File: src/hdl/mesh_settings.svh
// Build-time sizes for the message mesh: grid shape, FIFO depth and message fields

`ifndef MESH_SETTINGS_SVH
`define MESH_SETTINGS_SVH

// Grid shape
`define MESH_ROWS       3
`define MESH_COLS       3

// Depth of every node inbound FIFO
`define MESH_FIFO_DEPTH 2

// Message word and its fields
`define MESH_MSG_W      32
`define MESH_KIND_W     2
`define MESH_ROW_W      2
`define MESH_COL_W      2
`define MESH_SPARE_W    10
`define MESH_DATA_W     16

`endif

File: src/hdl/mesh_pkg.sv
// Shared mesh types: node ids, message kinds, port directions and the message word
`default_nettype none

`include "mesh_settings.svh"

package mesh_pkg;

// Grid coordinate of a node
typedef struct packed {
    logic [`MESH_ROW_W-1:0] row;
    logic [`MESH_COL_W-1:0] column;
} node_id_t;

typedef enum logic [`MESH_KIND_W-1:0] {
      LOAD     = 'd0
    , QUERY    = 'd1
    , RESPONSE = 'd2
    , RESERVED = 'd3
} msg_kind_t;

// Port bundle index inside a node
typedef enum logic [1:0] {
      NORTH = 'd0
    , EAST  = 'd1
    , SOUTH = 'd2
    , WEST  = 'd3
} direction_t;

// Request as sent in from the ingress port
typedef struct packed {
    msg_kind_t                kind;
    node_id_t                 target;
    logic [`MESH_SPARE_W-1:0] spare;
    logic [`MESH_DATA_W-1:0]  data;
} node_request_t;

// Response heading out through the aggregators
typedef struct packed {
    msg_kind_t                kind;
    node_id_t                 source;
    logic [`MESH_SPARE_W-1:0] spare;
    logic [`MESH_DATA_W-1:0]  value;
} node_response_t;

// Kind sits at the top of both views
typedef union packed {
    node_request_t  request;
    node_response_t response;
} node_message_t;

endpackage : mesh_pkg

`default_nettype wire

File: src/hdl/mesh_aggregator.sv
// Column response collector that merges its column with the passthrough from the east
`timescale 1ns/1ns
`default_nettype none

module mesh_aggregator (
      input  logic                    i_clk
    , input  logic                    i_rst_n
    // Responses from the bottom of this column
    , input  mesh_pkg::node_message_t i_mesh_data
    , input  logic                    i_mesh_valid
    , output logic                    o_mesh_ready
    // Responses from the aggregator to the east
    , input  mesh_pkg::node_message_t i_thru_data
    , input  logic                    i_thru_valid
    , output logic                    o_thru_ready
    // Westward output
    , output mesh_pkg::node_message_t o_out_data
    , output logic                    o_out_valid
    , input  logic                    i_out_ready
);

import mesh_pkg::*;

node_message_t out_data_q;
logic          out_valid_q;
logic          out_free;
logic          prio_q;
logic          mesh_fire;
logic          thru_fire;

// prio_q low favours the column, high favours the passthrough
assign out_free     = !out_valid_q || i_out_ready;
assign o_mesh_ready = out_free && (!prio_q || !i_thru_valid);
assign o_thru_ready = out_free && (prio_q || !i_mesh_valid);

assign mesh_fire = i_mesh_valid && o_mesh_ready;
assign thru_fire = i_thru_valid && o_thru_ready;

// Winner hands priority to the other side
always_ff @(posedge i_clk or negedge i_rst_n) begin
    if (!i_rst_n) begin
        out_valid_q <= 1'b0;
        prio_q      <= 1'b0;
    end else if (mesh_fire) begin
        out_valid_q <= 1'b1;
        prio_q      <= 1'b1;
    end else if (thru_fire) begin
        out_valid_q <= 1'b1;
        prio_q      <= 1'b0;
    end else if (i_out_ready) begin
        out_valid_q <= 1'b0;
    end
end

always_ff @(posedge i_clk) begin
    if (mesh_fire) begin
        out_data_q <= i_mesh_data;
    end else if (thru_fire) begin
        out_data_q <= i_thru_data;
    end
end

assign o_out_data  = out_data_q;
assign o_out_valid = out_valid_q;

// Nodes only ever send responses down to the aggregators
a_mesh_resp_only: assert property (@(posedge i_clk) disable iff (!i_rst_n)
    i_mesh_valid |-> (i_mesh_data.response.kind == RESPONSE));

a_thru_resp_only: assert property (@(posedge i_clk) disable iff (!i_rst_n)
    i_thru_valid |-> (i_thru_data.response.kind == RESPONSE));

endmodule : mesh_aggregator

`default_nettype wire

File: src/hdl/mesh_node.sv
// Mesh routing node: buffered inbound ports, round-robin arbiter and a local data register
`timescale 1ns/1ns
`default_nettype none

`include "mesh_settings.svh"

module mesh_node (
      input  logic                          i_clk
    , input  logic                          i_rst_n
    , input  mesh_pkg::node_id_t            i_node_id
    // Inbound ports, indexed by direction
    , input  mesh_pkg::node_message_t [3:0] i_in_data
    , input  logic [3:0]                    i_in_valid
    , output logic [3:0]                    o_in_ready
    // Outbound ports, indexed by direction
    , output mesh_pkg::node_message_t [3:0] o_out_data
    , output logic [3:0]                    o_out_valid
    , input  logic [3:0]                    i_out_ready
);

import mesh_pkg::*;

// ==========================================================
// Inbound FIFOs
// ==========================================================

node_message_t [3:0] head_data;
logic [3:0]          head_valid;
logic [3:0]          head_ready;

generate
for (genvar idx = 0; idx < 4; idx++) begin : gen_fifos
    msg_fifo #(
          .DEPTH      ( `MESH_FIFO_DEPTH )
    ) u_fifo (
          .i_clk      ( i_clk            )
        , .i_rst_n    ( i_rst_n          )
        , .i_wr_data  ( i_in_data[idx]   )
        , .i_wr_valid ( i_in_valid[idx]  )
        , .o_wr_ready ( o_in_ready[idx]  )
        , .o_rd_data  ( head_data[idx]   )
        , .o_rd_valid ( head_valid[idx]  )
        , .i_rd_ready ( head_ready[idx]  )
    );
end
endgenerate

// ==========================================================
// Route decode and arbitration
// ==========================================================

logic [3:0]              out_valid_q;
node_message_t [3:0]     out_data_q;
logic [3:0]              out_free;
logic [3:0]              is_resp;
logic [3:0]              go_east;
logic [3:0]              go_south;
logic [3:0]              is_local;
logic [3:0]              need_south;
logic [3:0]              eligible;
logic [1:0]              rr_q;
logic [1:0]              gnt_idx;
logic                    gnt_valid;
logic [`MESH_DATA_W-1:0] data_q;

// An outbound register can take a message if empty or draining this cycle
assign out_free = ~out_valid_q | i_out_ready;

always_comb begin
    for (int idx = 0; idx < 4; idx++) begin
        is_resp[idx]  = (head_data[idx].request.kind == RESPONSE);
        go_east[idx]  = !is_resp[idx]
                     && (head_data[idx].request.target.column > i_node_id.column);
        go_south[idx] = !is_resp[idx] && !go_east[idx]
                     && (head_data[idx].request.target.row > i_node_id.row);
        is_local[idx] = !is_resp[idx] && !go_east[idx] && !go_south[idx];
        // Responses and locally answered queries both leave southward
        need_south[idx] = is_resp[idx] || go_south[idx]
                       || (is_local[idx] && (head_data[idx].request.kind == QUERY));
        eligible[idx] = head_valid[idx]
                     && (go_east[idx]    ? out_free[EAST]  :
                         need_south[idx] ? out_free[SOUTH] : 1'b1);
    end
end

// First eligible head at or after the round-robin pointer
always_comb begin
    gnt_idx   = rr_q;
    gnt_valid = 1'b0;
    for (int ofs = 3; ofs >= 0; ofs--) begin
        if (eligible[2'(rr_q + ofs)]) begin
            gnt_idx   = 2'(rr_q + ofs);
            gnt_valid = 1'b1;
        end
    end
end

assign head_ready = gnt_valid ? (4'b0001 << gnt_idx) : 4'b0000;

// ==========================================================
// Local consumption and outbound registers
// ==========================================================

node_message_t sel_msg;
node_message_t out_msg;
logic [3:0]    out_load;
logic          load_fire;

assign sel_msg   = head_data[gnt_idx];
assign load_fire = gnt_valid && is_local[gnt_idx] && (sel_msg.request.kind == LOAD);

// Replace a local query with its response
always_comb begin
    out_msg = sel_msg;
    if (is_local[gnt_idx] && (sel_msg.request.kind == QUERY)) begin
        out_msg.response.kind   = RESPONSE;
        out_msg.response.source = i_node_id;
        out_msg.response.spare  = '0;
        out_msg.response.value  = data_q;
    end
end

always_comb begin
    out_load        = 4'b0000;
    out_load[EAST]  = gnt_valid && go_east[gnt_idx];
    out_load[SOUTH] = gnt_valid && need_south[gnt_idx];
end

always_ff @(posedge i_clk or negedge i_rst_n) begin
    if (!i_rst_n) begin
        out_valid_q <= '0;
        rr_q        <= '0;
        data_q      <= '0;
    end else begin
        for (int idx = 0; idx < 4; idx++) begin
            if (out_load[idx]) out_valid_q[idx] <= 1'b1;
            else if (i_out_ready[idx]) out_valid_q[idx] <= 1'b0;
        end
        if (gnt_valid) rr_q <= gnt_idx + 1'b1;
        if (load_fire) data_q <= sel_msg.request.data;
    end
end

always_ff @(posedge i_clk) begin
    for (int idx = 0; idx < 4; idx++) begin
        if (out_load[idx]) out_data_q[idx] <= out_msg;
    end
end

assign o_out_data  = out_data_q;
assign o_out_valid = out_valid_q;

// Stalled outbound messages hold until taken
generate
for (genvar idx = 0; idx < 4; idx++) begin : gen_out_checks
    a_out_stable: assert property (@(posedge i_clk) disable iff (!i_rst_n)
        o_out_valid[idx] && !i_out_ready[idx]
        |=> o_out_valid[idx] && $stable(o_out_data[idx]));
end
endgenerate

endmodule : mesh_node

`default_nettype wire

File: src/hdl/mesh_top.sv
// Message mesh top level: node grid, aggregator chain, ingress at node (0,0) and one egress
`timescale 1ns/1ns
`default_nettype none

`include "mesh_settings.svh"

module mesh_top (
      input  logic                    i_clk
    , input  logic                    i_rst_n
    // Ingress into node (0,0) north
    , input  mesh_pkg::node_message_t i_in_data
    , input  logic                    i_in_valid
    , output logic                    o_in_ready
    // Egress from aggregator 0
    , output mesh_pkg::node_message_t o_out_data
    , output logic                    o_out_valid
    , input  logic                    i_out_ready
);

import mesh_pkg::*;

// ==========================================================
// Node grid
// ==========================================================

// Outbound side of every node, indexed [row][column][direction]
node_message_t [`MESH_ROWS-1:0][`MESH_COLS-1:0][3:0] ob_data;
logic [`MESH_ROWS-1:0][`MESH_COLS-1:0][3:0]          ob_valid;
logic [`MESH_ROWS-1:0][`MESH_COLS-1:0][3:0]          ib_ready;
logic [`MESH_COLS-1:0]                               agg_mesh_ready;

generate
for (genvar idx_row = 0; idx_row < `MESH_ROWS; idx_row++) begin : gen_rows
    for (genvar idx_col = 0; idx_col < `MESH_COLS; idx_col++) begin : gen_cols

        localparam node_id_t NODE_ID = '{
            row:    `MESH_ROW_W'(idx_row),
            column: `MESH_COL_W'(idx_col)
        };

        node_message_t [3:0] ib_data;
        logic [3:0]          ib_valid;
        logic [3:0]          ob_ready;

        // North side, top row only takes the ingress at column 0
        if (idx_row == 0) begin : gen_north_edge
            assign ib_data[NORTH]  = (idx_col == 0) ? i_in_data : '0;
            assign ib_valid[NORTH] = (idx_col == 0) ? i_in_valid : 1'b0;
            assign ob_ready[NORTH] = 1'b0;
        end else begin : gen_north_link
            assign ib_data[NORTH]  = ob_data[idx_row-1][idx_col][SOUTH];
            assign ib_valid[NORTH] = ob_valid[idx_row-1][idx_col][SOUTH];
            assign ob_ready[NORTH] = ib_ready[idx_row-1][idx_col][SOUTH];
        end

        // South side, bottom row drains into the aggregator
        if (idx_row == `MESH_ROWS - 1) begin : gen_south_edge
            assign ib_data[SOUTH]  = '0;
            assign ib_valid[SOUTH] = 1'b0;
            assign ob_ready[SOUTH] = agg_mesh_ready[idx_col];
        end else begin : gen_south_link
            assign ib_data[SOUTH]  = ob_data[idx_row+1][idx_col][NORTH];
            assign ib_valid[SOUTH] = ob_valid[idx_row+1][idx_col][NORTH];
            assign ob_ready[SOUTH] = ib_ready[idx_row+1][idx_col][NORTH];
        end

        if (idx_col == `MESH_COLS - 1) begin : gen_east_edge
            assign ib_data[EAST]  = '0;
            assign ib_valid[EAST] = 1'b0;
            assign ob_ready[EAST] = 1'b0;
        end else begin : gen_east_link
            assign ib_data[EAST]  = ob_data[idx_row][idx_col+1][WEST];
            assign ib_valid[EAST] = ob_valid[idx_row][idx_col+1][WEST];
            assign ob_ready[EAST] = ib_ready[idx_row][idx_col+1][WEST];
        end

        if (idx_col == 0) begin : gen_west_edge
            assign ib_data[WEST]  = '0;
            assign ib_valid[WEST] = 1'b0;
            assign ob_ready[WEST] = 1'b0;
        end else begin : gen_west_link
            assign ib_data[WEST]  = ob_data[idx_row][idx_col-1][EAST];
            assign ib_valid[WEST] = ob_valid[idx_row][idx_col-1][EAST];
            assign ob_ready[WEST] = ib_ready[idx_row][idx_col-1][EAST];
        end

        mesh_node u_node (
              .i_clk       ( i_clk                      )
            , .i_rst_n     ( i_rst_n                    )
            , .i_node_id   ( NODE_ID                    )
            , .i_in_data   ( ib_data                    )
            , .i_in_valid  ( ib_valid                   )
            , .o_in_ready  ( ib_ready[idx_row][idx_col] )
            , .o_out_data  ( ob_data[idx_row][idx_col]  )
            , .o_out_valid ( ob_valid[idx_row][idx_col] )
            , .i_out_ready ( ob_ready                   )
        );

    end
end
endgenerate

assign o_in_ready = ib_ready[0][0][NORTH];

// ==========================================================
// Aggregator chain
// ==========================================================

// Entry MESH_COLS is the idle tail east of the last column
node_message_t [`MESH_COLS:0] agg_data;
logic [`MESH_COLS:0]          agg_valid;
logic [`MESH_COLS:0]          agg_ready;

assign agg_data[`MESH_COLS]  = '0;
assign agg_valid[`MESH_COLS] = 1'b0;

generate
for (genvar idx_col = 0; idx_col < `MESH_COLS; idx_col++) begin : gen_aggs
    mesh_aggregator u_agg (
          .i_clk        ( i_clk                                  )
        , .i_rst_n      ( i_rst_n                                )
        , .i_mesh_data  ( ob_data[`MESH_ROWS-1][idx_col][SOUTH]  )
        , .i_mesh_valid ( ob_valid[`MESH_ROWS-1][idx_col][SOUTH] )
        , .o_mesh_ready ( agg_mesh_ready[idx_col]                )
        , .i_thru_data  ( agg_data[idx_col+1]                    )
        , .i_thru_valid ( agg_valid[idx_col+1]                   )
        , .o_thru_ready ( agg_ready[idx_col+1]                   )
        , .o_out_data   ( agg_data[idx_col]                      )
        , .o_out_valid  ( agg_valid[idx_col]                     )
        , .i_out_ready  ( agg_ready[idx_col]                     )
    );
end
endgenerate

assign o_out_data   = agg_data[0];
assign o_out_valid  = agg_valid[0];
assign agg_ready[0] = i_out_ready;

endmodule : mesh_top

`default_nettype wire

File: src/hdl/msg_fifo.sv
// Circular message FIFO with a valid/ready write side and a valid/ready read side
`timescale 1ns/1ns
`default_nettype none

`include "mesh_settings.svh"

module msg_fifo #(
    parameter int DEPTH = 2
) (
      input  logic                    i_clk
    , input  logic                    i_rst_n
    // Write side
    , input  mesh_pkg::node_message_t i_wr_data
    , input  logic                    i_wr_valid
    , output logic                    o_wr_ready
    // Read side
    , output mesh_pkg::node_message_t o_rd_data
    , output logic                    o_rd_valid
    , input  logic                    i_rd_ready
);

localparam int PTR_W = (DEPTH > 1) ? $clog2(DEPTH) : 1;
localparam int CNT_W = $clog2(DEPTH + 1);

function automatic logic [PTR_W-1:0] ptr_inc(input logic [PTR_W-1:0] ptr);
    if (ptr == PTR_W'(DEPTH - 1)) begin
        return '0;
    end
    return ptr + 1'b1;
endfunction

logic [`MESH_MSG_W-1:0] mem [DEPTH];
logic [PTR_W-1:0]       wr_ptr;
logic [PTR_W-1:0]       rd_ptr;
logic [CNT_W-1:0]       count;
logic                   wr_fire;
logic                   rd_fire;

// Ready comes from the fill level alone
assign o_wr_ready = (count != CNT_W'(DEPTH));
assign o_rd_valid = (count != '0);
assign o_rd_data  = mem[rd_ptr];

assign wr_fire = i_wr_valid && o_wr_ready;
assign rd_fire = o_rd_valid && i_rd_ready;

// Storage
always_ff @(posedge i_clk) begin
    if (wr_fire) begin
        mem[wr_ptr] <= i_wr_data;
    end
end

// Pointers and fill level
always_ff @(posedge i_clk or negedge i_rst_n) begin
    if (!i_rst_n) begin
        wr_ptr <= '0;
        rd_ptr <= '0;
        count  <= '0;
    end else begin
        if (wr_fire) wr_ptr <= ptr_inc(wr_ptr);
        if (rd_fire) rd_ptr <= ptr_inc(rd_ptr);
        case ({wr_fire, rd_fire})
            2'b10:   count <= count + 1'b1;
            2'b01:   count <= count - 1'b1;
            default: count <= count;
        endcase
    end
end

// Full means the write pointer has wrapped round onto the read pointer
a_full_ptr_match: assert property (@(posedge i_clk) disable iff (!i_rst_n)
    (count == CNT_W'(DEPTH)) |-> (wr_ptr == rd_ptr));

// Empty means the read pointer has caught up with the write pointer
a_empty_ptr_match: assert property (@(posedge i_clk) disable iff (!i_rst_n)
    (count == '0) |-> (wr_ptr == rd_ptr));

endmodule : msg_fifo

`default_nettype wire

File: config.mk
export PLATFORM = sky130hd
export DESIGN_NAME = mesh_top
export DESIGN_NICKNAME = d
export VERILOG_FILES = /design/src/hdl/mesh_pkg.sv /design/src/hdl/mesh_aggregator.sv /design/src/hdl/mesh_node.sv /design/src/hdl/mesh_top.sv /design/src/hdl/msg_fifo.sv
export VERILOG_INCLUDE_DIRS = /design/src /design/src/hdl
export SDC_FILE = /design/constraint.sdc
export NUM_CORES = 2
export LEC_CHECK = 0
export ABC_AREA = 0
export BUFFER_PORTS_ARGS = -buffer_cell sky130_fd_sc_hd__buf_2
export CAP_MARGIN = 20
export CORE_ASPECT_RATIO = 0.7
export CORE_MARGIN = 8
export CORE_UTILIZATION = 50
export CTS_CLUSTER_DIAMETER = 50
export DETAILED_ROUTE_END_ITERATION = 7
export MAX_ROUTING_LAYER = met4
export PLACE_DENSITY = 0.68
export SYNTH_ARGS = -nofsm -noshare
export SYNTH_HDL_FRONTEND = slang
export SYNTH_SLANG_ARGS = --single-unit
File: constraint.sdc
create_clock -name i_clk -period 9.6 [get_ports i_clk]
set_input_delay 1.92 -clock i_clk [delete_from_list [all_inputs] [get_ports i_clk]]
set_output_delay 1.92 -clock i_clk [all_outputs]
set_load 0.01 [all_outputs]
After elaboration in Yosys (flattened, before gate mapping) --
Memories as Yosys holds them, arrays and structs flattened. Cells that the tools add are included.
Storage, ports and cells: register bits 859, bits in writable memories 832, output and inout bits 34, word-level logic and storage cells 1616, memories 13
Memories:
- gen_rows[0].gen_cols[0].u_node.gen_fifos[0].u_fifo.mem | depth 2, bits a word 32, rd ports 1, clocked after memory_dff 0, wr ports 1, RTL line msg_fifo.sv:32 | logic [`MESH_MSG_W-1:0] mem [DEPTH];
- gen_rows[0].gen_cols[1].u_node.gen_fifos[3].u_fifo.mem | depth 2, bits a word 32, rd ports 1, clocked after memory_dff 0, wr ports 1, RTL line msg_fifo.sv:32
- gen_rows[0].gen_cols[2].u_node.gen_fifos[3].u_fifo.mem | depth 2, bits a word 32, rd ports 1, clocked after memory_dff 0, wr ports 1, RTL line msg_fifo.sv:32
- gen_rows[1].gen_cols[0].u_node.gen_fifos[0].u_fifo.mem | depth 2, bits a word 32, rd ports 1, clocked after memory_dff 0, wr ports 1, RTL line msg_fifo.sv:32
- gen_rows[1].gen_cols[1].u_node.gen_fifos[0].u_fifo.mem | depth 2, bits a word 32, rd ports 1, clocked after memory_dff 0, wr ports 1, RTL line msg_fifo.sv:32
- gen_rows[1].gen_cols[1].u_node.gen_fifos[3].u_fifo.mem | depth 2, bits a word 32, rd ports 1, clocked after memory_dff 0, wr ports 1, RTL line msg_fifo.sv:32
- +7 memories
Cells by class: add/sub/neg operators 111, magnitude comparators 117, eq/ne operators 126, shift-type cells 9, multiplexer cells 507, bitwise logic cells 18, reductions and logical operators 591
Operators with widths (number):
- $mux 32 | 19
- $bmux 32 s2 | 9
- $mux 1 | 343
- $logic_and 1x1->1 | 319
- $lt 2x3->1 const B | 45
- $reduce_bool 2->1 | 67
- $bmux 1 s2 | 63
- $logic_not 1->1 | 115
- $mux 2 | 48
- $logic_or 1x1->1 | 79
- $sub 2x1->2 const B | 36
- $eq 2x1->1 const B | 35
- $gt 2x1->1 const AB | 32
- $add 2x1->2 const B | 31
- $eq 2x2->1 const B | 26
- $pmux 2 s2 | 13
- $mux 16 | 3
- $eq 2x1->1 const AB | 23
- $eq 2x2->1 const AB | 23
- $ne 2x2->1 const B | 19
- $add 2x2->2 const B | 18
- $mux 4 | 9
- $shl 1x2->4 const A | 9
- $gt 2x1->1 const B | 16
- other kinds (7) | 79

Longest topological paths before layout --
An unclocked memory read counts as a cell.
depth in word-level cells 25, mapped depth 16

Hierarchy --
Synthesis repeated with hierarchy kept, for this count alone.
Second synthesis, totals: cells, all modules 8795, area, all modules 144806.4 um^2
By module, submodules not included:
- msg_fifo (gen_rows[1].gen_cols[0].u_node.gen_fifos[3].u_fifo ...) | times used 21, cells each 117, area each 2522.4 um^2, sequential area each 2021.9 um^2
- mesh_node | times used 9, cells each 482, area each 5477.8 um^2, sequential area each 2422.3 um^2
- msg_fifo (gen_rows[0].gen_cols[0].u_node.gen_fifos[0].u_fifo ...) | times used 15, cells each 117, area each 2516.2 um^2, sequential area each 2021.9 um^2
- mesh_aggregator | times used 3, cells each 81, area each 1595.3 um^2, sequential area each 1011.0 um^2
- mesh_top | times used 1, cells each 2, area each 7.5 um^2, sequential area each 0.0 um^2

Worst setup path after synthesis --
OpenSTA, ideal clock, no wires.
path kind input to register, start point input i_out_ready, end point register gen_rows[2].gen_cols[2].u_node.out_data_q (netlist bit gen_rows[2].gen_cols[2].u_node.o_out_data[64]) (enable), library setup time 0.461 ns, arrival time 5.894 ns, setup slack 3.245 ns, cell stages on the path 10, cell sequence nor2b_1 o21a_2 o211ai_4 o31a_1 o21ai_0 a211oi_1 nor2_1 clkbuf_1 nor2_1 nor3_1
Between the ends: cells in the longest elaborated chain, start to end 18, elaborated cells between the ends (all ways) 37, classes of those cells 26 x mux; 1 x bitwise; 10 x reduce/logical
Ends and longest elaborated chain:
- start, declared | RTL line mesh_top.sv:17 | , input logic i_out_ready
- $logic_or 1x1->1 * | RTL line mesh_aggregator.sv:32 | assign out_free = !out_valid_q || i_out_ready;
- $logic_and 1x1->1 * | RTL line mesh_aggregator.sv:34 | assign o_thru_ready = out_free && (prio_q || !i_mesh_valid);
- $logic_or 1x1->1 * | RTL line mesh_aggregator.sv:32
- $logic_and 1x1->1 * | RTL line mesh_aggregator.sv:34
- $logic_or 1x1->1 * | RTL line mesh_aggregator.sv:32
- $or 3x3->3 * | RTL line mesh_node.sv:67 | assign out_free = ~out_valid_q | i_out_ready;
- $mux 1 | RTL line mesh_node.sv:82 | need_south[idx] ? out_free[SOUTH] : 1'b1);
- $mux 1 | RTL line mesh_node.sv:81 | && (go_east[idx] ? out_free[EAST] :
- $logic_and 1x1->1 | RTL line mesh_node.sv:81
- $bmux 1 s2 | RTL line mesh_node.sv:91 | if (eligible[2'(rr_q + ofs)]) begin
- $mux 1 (implied by the code) | RTL line mesh_node.sv:91
- $mux 2 (4 in series) | RTL line mesh_node.sv:91
- $bmux 1 s2 | RTL line mesh_node.sv:126 | out_load[SOUTH] = gnt_valid && need_south[gnt_idx];
- $mux 1 (implied by the code) | RTL line mesh_node.sv:126
- $logic_and 1x1->1 * | RTL line mesh_node.sv:126
- via gen_rows[2].gen_cols[2].u_node.out_load[2] | RTL line mesh_node.sv:106 | logic [3:0] out_load;
- end signal, assigned by index | RTL line mesh_node.sv:146 | if (out_load[idx]) out_data_q[idx] <= out_msg;
- end, declared | RTL line mesh_node.sv:53 | node_message_t [3:0] out_data_q;
The timed path passes the listed nets; every way through them passes the cells marked *. The select of a mux whose other input is x is not followed. A chain may end at the register's enable or synchronous reset.

Worst setup path in the final report --
start point register gen_rows[0].gen_cols[2].u_node.gen_fifos[3].u_fifo.rd_ptr, end point register gen_rows[0].gen_cols[2].u_node.out_data_q (netlist bit gen_rows[0].gen_cols[2].u_node.o_out_data[90]), data pin
Between the ends: cells in the longest elaborated chain, start to end 24, elaborated cells between the ends (all ways) 36, classes of those cells 2 x order compare; 3 x eq/ne; 18 x mux; 12 x reduce/logical; 1 x memory
Ends and longest elaborated chain:
- start, declared | RTL line msg_fifo.sv:34 | logic [PTR_W-1:0] rd_ptr;
- start signal, assigned | RTL line msg_fifo.sv:62 | if (rd_fire) rd_ptr <= ptr_inc(rd_ptr);
- $mem_v2 2x32 *
- $eq 2x2->1 | RTL line mesh_node.sv:71 | is_resp[idx] = (head_data[idx].request.kind == RESPONSE);
- $logic_not 1->1 | RTL line mesh_node.sv:72, mesh_node.sv:74, mesh_node.sv:76
- $logic_and 1x1->1 | RTL line mesh_node.sv:73 | && (head_data[idx].request.target.column > i_node_id.column);
- $logic_not 1->1 | RTL line mesh_node.sv:74, mesh_node.sv:76
- $logic_and 1x1->1 | RTL line mesh_node.sv:74, mesh_node.sv:76
- $logic_and 1x1->1 | RTL line mesh_node.sv:75 | && (head_data[idx].request.target.row > i_node_id.row);
- $logic_not 1->1 | RTL line mesh_node.sv:76 | is_local[idx] = !is_resp[idx] && !go_east[idx] && !go_south[idx];
- (+5 left out)
- $logic_and 1x1->1 | RTL line mesh_node.sv:81
- $bmux 1 s2 | RTL line mesh_node.sv:91
- $mux 1 (implied by the code) | RTL line mesh_node.sv:91
- $mux 2 (4 in series) | RTL line mesh_node.sv:91
- $bmux 32 s2 | RTL line mesh_node.sv:109 | assign sel_msg = head_data[gnt_idx];
- $mux 32 (implied by the code) | RTL line mesh_node.sv:109
- $eq 2x1->1 | RTL line mesh_node.sv:115 | if (is_local[gnt_idx] && (sel_msg.request.kind == QUERY)) begin
- $logic_and 1x1->1 | RTL line mesh_node.sv:115
- end signal, assigned by index | RTL line mesh_node.sv:146
- end, declared | RTL line mesh_node.sv:53
Mark *: on every way between the ends. The rest lies on a longest branch, timed or not. The select of a mux whose other input is x is not followed.

==> flow_summary.ini <==
[logic_synthesis]
syn-num-nets = 4134
synth-edff-count = 1408
syn_inst = 4042
post-synth-top-area-cell = edfxtp_1
synth-seq-cells = 1691
synthArstFlopShare = 0.1674
seq_area_frac_synth = 0.7485
synth.distinct_cells = 90
synth_most_common_cell = edfxtp_1
yosysWarnings = 0
syn_area_um2 = 65950
postSynthAreaPerCell_um2 = 16.32
synthTopCellsByCount = edfxtp_1 (1408), mux2i_1 (384), nor2_1 (298)
synth_top_flop_cell = edfxtp_1
synth_area_leaders = edfxtp_1 (64%), dfrtp_1 (11%), mux2i_1 (5.8%)
synth_top_area_frac = 0.6411

[die]
die_area_um2 = 144000
num_io_pins = 70
die_y_um = 319.9
core_area_um2 = 131000
initial_core_util = 0.5036
chipWidth_um = 450.1
rows = 111

[cells_and_area]
areaGrowthSynthToFinish_pct = 11.43
drive_gt1_frac = 0.1638
design_area_um2 = 73490
final_nets = 4236

[sta]
finalCritPeriodShare = 0.5030
finalSetupViolCount = 0
period_needed_ns = 4.829
slew_viol_final = 0
slew_headroom = 0.2745
clock_skew_ns = 0.03308
hold_violations = 0
setup_slack_ns = 4.771
max_freq_ghz = 0.2071
worst_slew_pin_slew_ns = 1.088
final.setup.tns_ns = 0
rsz0062_at_grt = no
hold-worst-slack_ns = 0.4170

[clock_tree]
clock-sinks = 1691
tritoncts = yes
cts-root-buf = clkbuf_16
cts_buffer_depth = 3
postCtsHoldBufs = 0
htree_levels = 4
cts_resized = 0
clkTransAtPathRegs_ns = 0.06
cts_setup_buffers = 0
clk_latency_ns = 0.78
cts_made_buffers = 156

[placed_design]
place_area_um2 = 68290
place.gp.congestion = 0.8569
place_ws_ns = 4.081
numPortBuffers = 69
dp_hpwl_um = 93010

[worst_setup_path]
crit_type = reg -> reg
rrSetupSlack_ns = 4.77
r2r-end = gen_rows[0].gen_cols[2].u_node.o_out_data[90]
worstPathRequired_ns = 10.08
r2r.worst_path.cells = 10
endpoint = gen_rows[0].gen_cols[2].u_node.o_out_data[90]
cp_data_arrival_time_ns = 5.30
startpoint_type = flop
path_max_fanout = 38
cp-end-kind = flop

[status]
outcome = complete, but fails checks
failed_checks = DRC

[detailed_routing]
drt-initial-drc-count = 3384
drtAntennaViolNets = 0
routed_wl_um = 137200
drc = 2
vias = 33360
first_pass_iters = 8
wl_per_cell_um = 22.75
routed_via_density = 5.531

[grt]
grtUsageTotal = 0.1923
grt-ovfl-total = 0
grt_pass1_wl_um = 204700
grt_max_degree = 122
grt_pass1_vias = 32510
grt_antenna_before_repair = 2

[run]
maxCapViolCount = 0

[min_path]
min_path_type = reg -> reg
cell families after synthesis:
family,synth area share
adders and majority gates,0.01062
AOI/OAI and AO/OA,0.05828
buffers and inverters,0.01931
xor gates and xnor gates,0.01209
and+or+nand+nor,0.04895
muxes,0.1023
DFF,0.7485
worst max-delay path, cell delays in order, from the launching register on:
cell and delay [ns]:
dfrtp_2 1.06, mux2_2 0.47, o22a_1 0.20, o21ai_0 0.32
o21ai_0 0.16, a21oi_1 0.14, o21bai_1 0.11, xor2_1 0.53
nand4_2 0.70, nand3_1 0.69, nor2_1 0.16
sequential cells by signal (all words and copies together), names as in the netlist:
register / count
gen_rows.gen_cols.u_node.gen_fifos.u_fifo.mem: 832
gen_rows.gen_cols.u_node.o_out_data: 480
gen_rows.gen_cols.u_node.data_q: 144
gen_aggs.u_agg.o_out_data: 96
gen_rows.gen_cols.u_node.gen_fifos.u_fifo.count: 72
gen_rows.gen_cols.u_node.o_out_valid: 18
gen_rows.gen_cols.u_node.rr_q: 18
gen_rows.gen_cols.u_node.gen_fifos.u_fifo.rd_ptr: 13
gen_rows.gen_cols.u_node.gen_fifos.u_fifo.wr_ptr: 13
gen_aggs.u_agg.o_out_valid: 3
gen_aggs.u_agg.prio_q: 2
metrics by stage:
| stage | instances | util |
|---|---|---|
| after floorplan | 4042 | - |
| after global placement | 5732 | 0.5213 |
| after detailed placement | 5733 | 0.5214 |
| after CTS | 6026 | 0.5607 |
| after global routing | 6031 | 0.5611 |
| final | 6031 | 0.5611 |
metal layers:
| layer | up-vias | share of wire | GRT usage |
|---|---|---|---|
| met5 | - | 0 | - |
| li1 | 15500 | - | - |
| met1 | 16630 | 0.45 | 0.2715 |
| met2 | 1041 | 0.44 | 0.2786 |
| met3 | 192 | 0.086 | 0.05201 |
| met4 | 0 | 0.021 | 0.04985 |
worst min path at each step:
stage          cells past startpoint                                          start                                to  slack (ns)
6_report                           0  gen_rows[1].gen_cols[0].u_node.o_out_data[78]                              flop        0.42
5_1_grt                            0  gen_rows[2].gen_cols[2].u_node.o_out_data[82]  gen_aggs[2].u_agg.o_out_data[18]        0.42
4_1_cts                            0  gen_rows[1].gen_cols[0].u_node.o_out_data[78]                              flop        0.42
3_5_place_dp                       0  gen_rows[2].gen_cols[2].u_node.o_out_data[89]  gen_aggs[2].u_agg.o_out_data[25]        0.41
3_3_place_gp                       0  gen_rows[2].gen_cols[2].u_node.o_out_data[81]  gen_aggs[2].u_agg.o_out_data[17]        0.41
2_1_floorplan                      0  gen_rows[2].gen_cols[2].u_node.o_out_data[64]   gen_aggs[2].u_agg.o_out_data[0]        0.40
area by class of cell:
type / count / area [um2]
Timing Repair Buffer: 141 / 944.7
Clock buffer: 220 / 4338
Fill cell: 9939 / 57480
Sequential cell: 1691 / 49380
Multi-Input combinational cell: 2064 / 15490
Inverter: 90 / 337.8
Clock inverter: 73 / 803.3
Tap cell: 1751 / 2191
Antenna cell: 1 / 2.502
placed cells by master, fill, tap and decap left out, types with 28 or more instances in the layout:
cell type	instances
edfxtp_1	1408
mux2i_1	384
dfrtp_1	272
nor2_1	271
mux2_2	224
nand2_1	162
clkbuf_16	159
a21oi_1	127
o21ai_0	113
o22ai_1	112
inv_1	90
buf_2	68
buf_4	67
xnor2_1	63
ha_1	56
o31ai_1	52
clkbuf_1	48
nand2b_1	40
and2_1	32
mux2_1	31
xor2_1	28
nor2_2	28
Power is left out: the tool's default activity adds up to more than one toggle a clock period on the data nets, which glitch-free logic cannot reach.
